[src/irdPkg.sv]
package irdPkg;
	localparam int OPCODE_WIDTH = 16; // One 68000 opcode word
	localparam int FTU_WIDTH = 16; // FTU constant bus
	localparam int TVN_WIDTH = 8; // Trap vector number

	// Group 2 exception vectors
	localparam logic [TVN_WIDTH-1:0] TVN_DIVZERO = 8'd5;
	localparam logic [TVN_WIDTH-1:0] TVN_CHK = 8'd6;
	localparam logic [TVN_WIDTH-1:0] TVN_TRAPV = 8'd7;
	localparam logic [TVN_WIDTH-1:0] TVN_TRAP_BASE = 8'd32; // TRAP #0, plus vector nibble

	// Same opcode word, two field layouts
	typedef union packed {
		struct packed {
			logic [3:0] line; // Bits 15-12
			logic [2:0] rx;
			logic [2:0] opmode; // Bits 8-6, size in the low two
			logic [2:0] eaMode;
			logic [2:0] eaReg;
		} generalView;
		struct packed {
			logic [3:0] line;
			logic [3:0] cond; // Bcc condition or bits 11-8 as one nibble
			logic [7:0] disp8; // Short branch displacement, MOVEQ data
		} branchView;
	} opcodeWord;
endpackage
[src/irdDecodeIf.sv]
`timescale 1ns/1ps

// Decoded execution controls, decoder to stage
interface irdDecodeIf;
	logic [2:0] rx;
	logic [2:0] ry;
	logic rxIsAreg;
	logic ryIsAreg;
	logic rxIsDt; // Rx through data temp
	logic ryIsDt;
	logic rxIsUsp;
	logic rxIsMovem;
	logic movemPreDecr;
	logic implicitSp; // SP used without naming it
	logic isByte;
	logic isPcRel;
	logic isTas;
	logic isMovep;
	logic toCcr;
	logic inhibitCcr;
	logic [irdPkg::FTU_WIDTH-1:0] ftuConst;
	logic [irdPkg::TVN_WIDTH-1:0] macroTvn;

	modport decoder (
		output rx, ry, rxIsAreg, ryIsAreg, rxIsDt, ryIsDt, rxIsUsp, rxIsMovem,
			movemPreDecr, implicitSp, isByte, isPcRel, isTas, isMovep, toCcr,
			inhibitCcr, ftuConst, macroTvn
	);

	modport stage (
		input rx, ry, rxIsAreg, ryIsAreg, rxIsDt, ryIsDt, rxIsUsp, rxIsMovem,
			movemPreDecr, implicitSp, isByte, isPcRel, isTas, isMovep, toCcr,
			inhibitCcr, ftuConst, macroTvn
	);
endinterface

[src/irdSubsystem.sv]
`timescale 1ns/1ps

module irdSubsystem #(
	parameter int QUEUE_DEPTH = 4 // Also the initial credit count
) (
	input logic clk,
	input logic reset,
	input logic wordValid,
	input logic [irdPkg::OPCODE_WIDTH-1:0] opcodeWord,
	output logic creditReturn,
	output logic decodedValid,
	output logic [2:0] rx,
	output logic [2:0] ry,
	output logic rxIsAreg,
	output logic ryIsAreg,
	output logic rxIsDt,
	output logic ryIsDt,
	output logic rxIsUsp,
	output logic rxIsMovem,
	output logic movemPreDecr,
	output logic implicitSp,
	output logic isByte,
	output logic isPcRel,
	output logic isTas,
	output logic isMovep,
	output logic toCcr,
	output logic inhibitCcr,
	output logic [irdPkg::FTU_WIDTH-1:0] ftuConst,
	output logic [irdPkg::TVN_WIDTH-1:0] macroTvn
);
	irdPkg::opcodeWord headWord; // Queue head, valid with wordAvail
	irdPkg::opcodeWord ird;
	logic wordAvail;
	logic pop;
	logic [3:0] tPhase;

	irdDecodeIf decBus ();

	prefetchQueue #(
		.QUEUE_DEPTH(QUEUE_DEPTH)
	) queue (
		.clk(clk),
		.reset(reset),
		.wordValid(wordValid),
		.wordIn(opcodeWord),
		.pop(pop),
		.headWord(headWord),
		.wordAvail(wordAvail),
		.creditReturn(creditReturn)
	);

	tStateSequencer sequencer (
		.clk(clk),
		.reset(reset),
		.wordAvail(wordAvail),
		.tPhase(tPhase),
		.pop(pop)
	);

	// Registered outputs map one to one onto the top ports
	decodeStage stage (
		.dec(decBus),
		.*
	);

	irdDecode decoder (
		.ird(ird),
		.dec(decBus)
	);
endmodule

[src/decodeStage.sv]
`timescale 1ns/1ps

module decodeStage (
	input logic clk,
	input logic reset,
	input logic [3:0] tPhase,
	input irdPkg::opcodeWord headWord,
	output irdPkg::opcodeWord ird,
	irdDecodeIf.stage dec,
	output logic decodedValid,
	output logic [2:0] rx,
	output logic [2:0] ry,
	output logic rxIsAreg,
	output logic ryIsAreg,
	output logic rxIsDt,
	output logic ryIsDt,
	output logic rxIsUsp,
	output logic rxIsMovem,
	output logic movemPreDecr,
	output logic implicitSp,
	output logic isByte,
	output logic isPcRel,
	output logic isTas,
	output logic isMovep,
	output logic toCcr,
	output logic inhibitCcr,
	output logic [irdPkg::FTU_WIDTH-1:0] ftuConst,
	output logic [irdPkg::TVN_WIDTH-1:0] macroTvn
);
	always_ff @(posedge clk) begin
		if (tPhase[0]) begin
			ird <= headWord; // IRD load, same edge as the pop
		end
		if (tPhase[1]) begin
			ftuConst <= dec.ftuConst; // FTU wants it before T3
		end
		if (tPhase[2]) begin
			rx <= dec.rx;
			ry <= dec.ry;
			rxIsAreg <= dec.rxIsAreg;
			ryIsAreg <= dec.ryIsAreg;
			rxIsDt <= dec.rxIsDt;
			ryIsDt <= dec.ryIsDt;
			rxIsUsp <= dec.rxIsUsp;
			rxIsMovem <= dec.rxIsMovem;
			movemPreDecr <= dec.movemPreDecr;
			implicitSp <= dec.implicitSp;
			isByte <= dec.isByte;
			isPcRel <= dec.isPcRel;
			isTas <= dec.isTas;
			isMovep <= dec.isMovep;
			toCcr <= dec.toCcr;
			inhibitCcr <= dec.inhibitCcr;
			macroTvn <= dec.macroTvn;
		end
	end

	always_ff @(posedge clk) begin
		if (reset) begin
			decodedValid <= 1'b0;
		end else begin
			decodedValid <= tPhase[2]; // High during T4 only
		end
	end

	// Controls latched on T2 and T3 must come from the word loaded on T1
	assert property (@(posedge clk) disable iff (reset) (tPhase[2] | tPhase[3]) |-> $stable(ird))
		else $error("decodeStage: IRD changed inside an instruction");
endmodule

[src/irdDecode.sv]
`timescale 1ns/1ps

module irdDecode (
	input irdPkg::opcodeWord ird,
	irdDecodeIf.decoder dec
);
	logic [3:0] line;
	logic [2:0] opmode;
	logic [2:0] eaMode;
	logic [1:0] size;
	logic [3:0] cond;
	logic [7:0] disp8;
	logic [15:0] lineOneHot;
	logic isRegShift;
	logic isDynShift;
	logic eaIsAn;
	logic sizeIs11;
	logic isScc;
	logic staticOnReg;
	logic implicitSp;
	logic isTas;
	logic rxIsMovem;
	logic eaIsAreg;
	logic [3:0] quick; // ADDQ/SUBQ and shift count
	logic [irdPkg::FTU_WIDTH-1:0] ftuConst;

	assign line = ird.generalView.line;
	assign opmode = ird.generalView.opmode;
	assign eaMode = ird.generalView.eaMode;
	assign size = opmode[1:0]; // Bits 7-6
	assign cond = ird.branchView.cond;
	assign disp8 = ird.branchView.disp8;
	assign lineOneHot = 16'b1 << line;

	assign isRegShift = lineOneHot[14] & (size != 2'b11); // Memory shifts use size 11
	assign isDynShift = isRegShift & ird[5]; // Count in a register
	assign eaIsAn = (eaMode == 3'b001);
	assign sizeIs11 = (size == 2'b11);
	assign isScc = sizeIs11 & ~eaIsAn; // Size 11 on line 5 and not DBcc
	assign staticOnReg = (cond == 4'b1000) & (ird[5:4] == 2'b00);

	assign dec.rx = ird.generalView.rx;
	assign dec.ry = ird.generalView.eaReg;

	assign isTas = lineOneHot[4] & (ird[11:6] == 6'b101011);
	assign dec.isTas = isTas;
	assign dec.isPcRel = (&eaMode) & ~ird[2] & ird[1] & ~isDynShift; // d16(PC), d8(PC,Xn)

	always_comb begin
		unique case (1'b1)
			lineOneHot[6]: implicitSp = (cond == 4'b0001); // BSR
			lineOneHot[4]: implicitSp = (cond == 4'b1110) | (ird[11:6] == 6'b100001); // JSR/RTS, PEA
			default: implicitSp = 1'b0;
		endcase
	end
	assign dec.implicitSp = implicitSp;

	always_comb begin
		unique case (1'b1)
			lineOneHot[1], lineOneHot[2], lineOneHot[3]:
				dec.rxIsAreg = |opmode; // MOVE destination other than Dn
			lineOneHot[4]: dec.rxIsAreg = &opmode; // LEA
			lineOneHot[8], lineOneHot[12]:
				dec.rxIsAreg = eaIsAn & ird[8] & ~ird[7]; // SBCD, ABCD, EXG
			lineOneHot[9], lineOneHot[11], lineOneHot[13]:
				dec.rxIsAreg = sizeIs11 | (eaIsAn & ird[8] & ~sizeIs11); // xxxA, xxxX, CMPM
			default: dec.rxIsAreg = implicitSp;
		endcase
	end

	assign rxIsMovem = lineOneHot[4] & ~ird[8] & ~implicitSp;
	assign dec.rxIsMovem = rxIsMovem;
	assign dec.movemPreDecr = rxIsMovem & (eaMode == 3'b100);
	assign dec.rxIsDt = lineOneHot[5] | (lineOneHot[0] & ~ird[8]); // Quick and immediate data
	assign dec.rxIsUsp = lineOneHot[4] & (ird[11:4] == 8'hE6); // MOVE USP
	assign dec.ryIsDt = (eaMode == 3'b111) & ~ird[1] & ~isRegShift; // Absolute or immediate

	assign eaIsAreg = (eaMode != 3'b000) & (eaMode != 3'b111);

	always_comb begin
		unique case (1'b1)
			lineOneHot[5]: dec.ryIsAreg = eaIsAreg & (ird[7:3] != 5'b11001); // Not DBcc
			lineOneHot[6], lineOneHot[7]: dec.ryIsAreg = 1'b0; // No EA field
			lineOneHot[14]: dec.ryIsAreg = ~isRegShift;
			default: dec.ryIsAreg = eaIsAreg;
		endcase
	end

	always_comb begin
		unique case (1'b1)
			lineOneHot[0]:
				dec.isByte = (ird[8] & (ird[5:4] != 2'b00)) // Dynamic bit op on memory
					| ((cond == 4'b1000) & (ird[5:4] != 2'b00)) // Static bit op on memory
					| ((ird[8:7] == 2'b10) & eaIsAn) // MOVEP read
					| ((opmode == 3'b000) & ~staticOnReg); // Immediate .B
			lineOneHot[1]: dec.isByte = 1'b1; // MOVE.B
			lineOneHot[4]: dec.isByte = (size == 2'b00) | isTas;
			lineOneHot[5]: dec.isByte = (size == 2'b00) | isScc;
			lineOneHot[8], lineOneHot[9], lineOneHot[11],
			lineOneHot[12], lineOneHot[13], lineOneHot[14]:
				dec.isByte = (size == 2'b00);
			default: dec.isByte = 1'b0;
		endcase
	end

	assign dec.isMovep = lineOneHot[0] & ird[8] & eaIsAn;

	// RTR, MOVE to CCR, and the immediate-to-CCR group
	assign dec.toCcr = (lineOneHot[4] & ((ird[11:0] == 12'hE77) | (ird[11:6] == 6'b010011)))
		| (lineOneHot[0] & (opmode == 3'b000));

	assign quick = (ird.generalView.rx == 3'd0) ? 4'd8 : {1'b0, ird.generalView.rx};

	always_comb begin
		ftuConst = '0;
		unique case (1'b1)
			lineOneHot[6], lineOneHot[7]:
				ftuConst = {{(irdPkg::FTU_WIDTH - 8){disp8[7]}}, disp8}; // Bcc.S, MOVEQ
			lineOneHot[5], lineOneHot[14]: ftuConst[3:0] = quick;
			lineOneHot[8], lineOneHot[12]: ftuConst[3:0] = 4'hF; // MUL/DIV loop count
			lineOneHot[4]: ftuConst[7] = 1'b1; // TAS set bit
			default: ;
		endcase
	end
	assign dec.ftuConst = ftuConst;

	always_comb begin
		if (lineOneHot[4]) begin
			case (ird[6:5])
				2'b11: dec.macroTvn = irdPkg::TVN_TRAPV;
				2'b10: dec.macroTvn = irdPkg::TVN_TRAP_BASE + {4'b0000, ird[3:0]}; // TRAP #n
				default: dec.macroTvn = irdPkg::TVN_CHK;
			endcase
		end else begin
			dec.macroTvn = irdPkg::TVN_DIVZERO; // DIVU/DIVS
		end
	end

	// ADDA/SUBA, ADDQ/SUBQ to An, MOVEA
	assign dec.inhibitCcr = ((lineOneHot[9] | lineOneHot[13]) & sizeIs11)
		| (lineOneHot[5] & eaIsAn)
		| ((lineOneHot[2] | lineOneHot[3]) & (opmode == 3'b001));
endmodule

[src/tStateSequencer.sv]
`timescale 1ns/1ps

module tStateSequencer (
	input logic clk,
	input logic reset,
	input logic wordAvail,
	output logic [3:0] tPhase, // One-hot, bit 0 is T1
	output logic pop
);
	logic cycleEnd;

	// Idle or last phase, next instruction may start
	assign cycleEnd = (tPhase == 4'b0000) | tPhase[3];

	always_ff @(posedge clk) begin
		if (reset) begin
			tPhase <= 4'b0000;
		end else if (cycleEnd) begin
			tPhase <= wordAvail ? 4'b0001 : 4'b0000; // T1 or stay idle
		end else begin
			tPhase <= tPhase << 1; // T1 to T2 to T3 to T4
		end
	end

	assign pop = tPhase[0]; // Head word leaves on the edge ending T1
endmodule

[src/prefetchQueue.sv]
`timescale 1ns/1ps

module prefetchQueue #(
	parameter int QUEUE_DEPTH = 4
) (
	input logic clk,
	input logic reset,
	input logic wordValid,
	input irdPkg::opcodeWord wordIn,
	input logic pop,
	output irdPkg::opcodeWord headWord,
	output logic wordAvail,
	output logic creditReturn
);
	localparam int PTR_WIDTH = $clog2(QUEUE_DEPTH);
	localparam int CNT_WIDTH = $clog2(QUEUE_DEPTH + 1);
	localparam logic [PTR_WIDTH-1:0] LAST_PTR = PTR_WIDTH'(QUEUE_DEPTH - 1);
	localparam logic [CNT_WIDTH-1:0] FULL_COUNT = CNT_WIDTH'(QUEUE_DEPTH);

	irdPkg::opcodeWord mem [QUEUE_DEPTH];
	logic [PTR_WIDTH-1:0] wrPtr;
	logic [PTR_WIDTH-1:0] rdPtr;
	logic [CNT_WIDTH-1:0] count; // Occupancy

	always_ff @(posedge clk) begin
		if (wordValid) begin
			mem[wrPtr] <= wordIn;
		end
	end

	always_ff @(posedge clk) begin
		if (reset) begin
			wrPtr <= '0;
			rdPtr <= '0;
			count <= '0;
			creditReturn <= 1'b0;
		end else begin
			if (wordValid) begin
				wrPtr <= (wrPtr == LAST_PTR) ? '0 : wrPtr + 1'b1; // Wrap for any depth
			end
			if (pop) begin
				rdPtr <= (rdPtr == LAST_PTR) ? '0 : rdPtr + 1'b1;
			end
			case ({wordValid, pop})
				2'b10: count <= count + 1'b1;
				2'b01: count <= count - 1'b1;
				default: ; // Both or neither, count holds
			endcase
			creditReturn <= pop; // Slot freed, credit back next cycle
		end
	end

	assign headWord = mem[rdPtr];
	assign wordAvail = (count != '0);

	// Source spent a credit it never had
	assert property (@(posedge clk) disable iff (reset) wordValid |-> (count != FULL_COUNT))
		else $error("prefetchQueue: push while full");

	// Sequencer started T1 on an empty queue
	assert property (@(posedge clk) disable iff (reset) pop |-> wordAvail)
		else $error("prefetchQueue: pop while empty");
endmodule

[config.mk]
export PLATFORM = sky130hd
export DESIGN_NAME = irdSubsystem
export DESIGN_NICKNAME = d
export VERILOG_FILES = /design/src/irdPkg.sv /design/src/irdDecodeIf.sv /design/src/irdSubsystem.sv /design/src/decodeStage.sv /design/src/irdDecode.sv /design/src/tStateSequencer.sv /design/src/prefetchQueue.sv
export SDC_FILE = /design/constraint.sdc
export NUM_CORES = 1
export LEC_CHECK = 0
export BUFFER_PORTS_ARGS = -buffer_cell sky130_fd_sc_hd__clkbuf_2
export CORE_MARGIN = 2
export CORE_UTILIZATION = 54
export DETAILED_ROUTE_END_ITERATION = 8
export GPL_TIMING_DRIVEN = 0
export PLACE_DENSITY = 0.75
export REMOVE_ABC_BUFFERS = 1
export SYNTH_ARGS = -nofsm -noshare
export SYNTH_HDL_FRONTEND = slang
export SYNTH_HIERARCHICAL = 1
export SYNTH_SLANG_ARGS = --single-unit
[constraint.sdc]
create_clock -name clk -period 2.3 [get_ports clk]
set_clock_uncertainty 0.05 [all_clocks]
set_input_delay 0.46 -clock clk [delete_from_list [all_inputs] [get_ports clk]]
set_output_delay 0.46 -clock clk [all_outputs]
set_load 0.05 [all_outputs]
==> metrics.md <==
| Metric | Value |
|---|---|
| # setup viols final | 0 |
| Height of the die | 106.2 um |
| Number of port buffers | 64 |
| Vias post-DR | 2943 |
| Worst Tran Pin Value | 1.246 ns |
| Mapped Cells | 342 |
| Core area | 10230 um^2 |
| DR DRC count | 0 |
| Placed insts | 512 |
| Routed Antenna Nets | 0 |
| Finished Layout Cells | 544 |
| Final setup margin | 0.1458 ns |
| Final Hold Viols | 0 |
| Fmax | 464.2 MHz |
| Mux contribution to synthesized area | 0.07315 |
| Synth area leaders | edfxtp_1 (66%), dfxtp_1 (5.3%), mux4_2 (4.0%) |
| CTS Root Cell | clkbuf_8 |
| Compound-gate portion of the synthesized area | 0.05276 |
| Die ar. | 11290 um^2 |
| I/O Pins | 65 |
| LEAKAGE | 2.273 nW |
| Leading area contributor after synthesis | edfxtp_1 |
| Initial DRC count | 211 |
| CTS max path bufs | 2 |
| Post-CTS Resized | 0 |
| VDD IR-drop max | 0.7860 mV |
| HPWL Detailed | 5.872 mm |
| Post-synth cell types | 53 |
| R2R Path Start | stage/ird[15] |
| Xor/xnor share of the synthesized area | 0.003104 |
| Total track usage | 0.1735 |
| Largest net degree at the start of global routing | 32 |
| Crit path kind | reg -> reg |
| Nets | 421 |
| Pre-CTS setup slack | 0.1211 ns |
| First-pass GRT wire length | 14.55 mm |
| Final RePlAce weighted congestion | 0.8996 |
| WL/cell | 16.67 um |
| Avg Cell Area, Syn | 16.50 um^2 |
| Remaining Overflow, GRT | 0 |
| Clk_lat worst skew | 0.50 ns |
| Synthesis Warnings | 6 |
| Ys async rst share | 0 |
| Synthesized area | 5644 um^2 |
| Number of synthesized flops with an enable pin | 124 |
| Minimum clock period | 2.154 ns |
| Post-Synth Adder-Cell Area | 0.01685 |
| Clock sinks | 139 |
| Layout area overhead | 14.36% |
| Starting Density | 0.5517 |
| Outcome | finished clean |
| Vias in the first global route | 2858 |
| Postcts setup bufs | 0 |
| RSZ-0062 raised after global routing | no |
| WL final | 9.066 mm |
| Worst Setup End Kind | register |
| Clock slew at reported path FFs | 0.06 ns |
| Crit start category | register |
| Hold Path Origin | opcodeWord[10] |
| Setup tns final | 0 ns |
| Post-synthesis sequential area ratio | 0.7129 |
| Die Wd | 106.2 um |
| Primary FF master, synth | edfxtp_1 |
| HP Class | in -> reg |
| Final instance area | 6455 um^2 |
| Top-area cell type share of the netlist area | 0.6597 |
| Fin. max-slew vios | 0 |
| Largest family of logic cells by synthesized area | simple AND/OR/NAND/NOR gates |
| Initial antenna violation count | 0 |
| Power Density | 1131 nW/um^2 |
| Standard-cell rows | 37 |
| #FFs+latches synth | 139 |
| TritonCTS clock tree | done |
| Fraction of layout cells with a size suffix above 1 | 0.2745 |
| Vias per inst | 5.410 |
| Worst path required time | 2.49 ns |
| Commonest cells in the synthesized netlist | edfxtp_1 (124), nor2_1 (22), buf_4 (18), dfxtp_1 (15) |
| Most frequent cell after synthesis | edfxtp_1 |
| Power Total | 7.299 mW |
| Simple-gate area share of the yosys netlist | 0.09377 |
| Max_slew headroom | 0.1683 |
| Maxcap violations | 0 |
| Launch point of the worst path | stage/ird[15] |
| Fillers | 733 |
| Cts bufs inserted | 17 |
| CTS H-tree lvls | 4 |
| Crit path DAT | 2.35 ns |
| Antenna diode count | 0 |
| # hold bufs at CTS | 0 |
| First-pass DRT Iterations | 5 |
| CP Max Fanout | 13 |
| Tcrit/Tclk final | 0.9366 |
| Placed Area | 5908 um^2 |
==> final cells by class <==
cell class | instances | area, um^2 | share of cell area
sequential | 139 | 4024 | 0.6234
multi-input combinational | 165 | 1369 | 0.2121
clock buffer | 20 | 425.4 | 0.06590
timing repair buffer | 64 | 320.3 | 0.04962
tap | 136 | 170.2 | 0.02636
clock inverter | 12 | 116.4 | 0.01803
inverter | 8 | 30.03 | 0.004652
==> worst paths after layout <==
kind	endpoint	slack [ns]	depth (start not counted)
worst min register to register	queue/count[2]	0.43	2
worst max-delay path	stage/macroTvn[2]	0.15	3
worst min-delay path	queue/mem[0][10]	0.12	1
worst max register to register	stage/macroTvn[2]	0.15	3
==> flip-flops by register name, summed over array words and instances, names as in the netlist, 2 cells and up, named ones only <==
signal            cells
stage/macroTvn        8
stage/ry              3
stage/ird            16
queue/mem            64
stage/rx              3
queue/rdPtr           2
stage/ftuConst       16
queue/count           3
sequencer/tPhase      4
queue/wrPtr           2
==> placed cells by master (no fill, tap or decap), types with 3 or more instances in the layout <==
cell	synthesis	final
mux4_2	10	10
o21ai_0	9	9
nand3_1	4	4
mux4_1	6	6
and3_1	4	4
a21oi_1	10	10
clkbuf_1	4	3
clkinv_4	0	5
nor3b_1	5	5
clkbuf_2	0	64
ha_1	6	6
conb_1	1	3
inv_1	8	8
mux2i_1	3	3
nor2b_1	7	7
nor2_1	22	22
or3_1	3	3
a22oi_1	5	5
o22ai_1	5	5
nor3_1	6	5
nor3_2	2	3
nand2b_1	7	7
clkbuf_16	0	16
edfxtp_1	124	124
nand2_1	6	6
dfxtp_1	15	15
and2_1	9	9
==> per-stage QoR <==
| stage | util | hold slack (ns) |
|---|---|---|
| 3_5_place_dp | 0.5775 | 0.4235 |
| 4_1_cts | 0.6304 | 0.09816 |
| 5_1_grt | 0.6309 | 0.09968 |
| 2_1_floorplan | - | 0.3972 |
| 6_report | 0.6309 | 0.1184 |
| 3_3_place_gp | 0.5775 | 0.4108 |
==> cell families after synthesis <==
logic type / after synthesis
buffers and inverters: 40
adder cells (fa/ha/maj): 7
XOR/XNOR: 2
flip-flops: 139
other: 1
AO/OA/AOI/OAI: 45
multiplexers: 19
AND/OR/NAND/NOR: 89
==> report_power, final <==
group | internal (mW) | switching [mW] | total, mW
registers | 3.17 | 0.479 | 3.65
logic | 0.513 | 0.731 | 1.24
clock network | 1.44 | 0.967 | 2.41
total | 5.12 | 2.18 | 7.30
==> critical path, stage by stage, from the launching register on <==
cell and delay (ns):
edfxtp_1 0.55, nand2b_1 0.46, or2_1 0.46, or3_1 0.38
==> per-layer routing <==
metal  share of wire  vias up  GRT usage  routed length (um)
met1            0.43     1406     0.2290                3937
met3           0.062        4    0.05641                 564
met2            0.50      117     0.2802                4525
met4          0.0042        0    0.04699                  38
met5               0        -          0                   0
li1                -     1416          -                   -
Power figures use the tool's default switching activity.
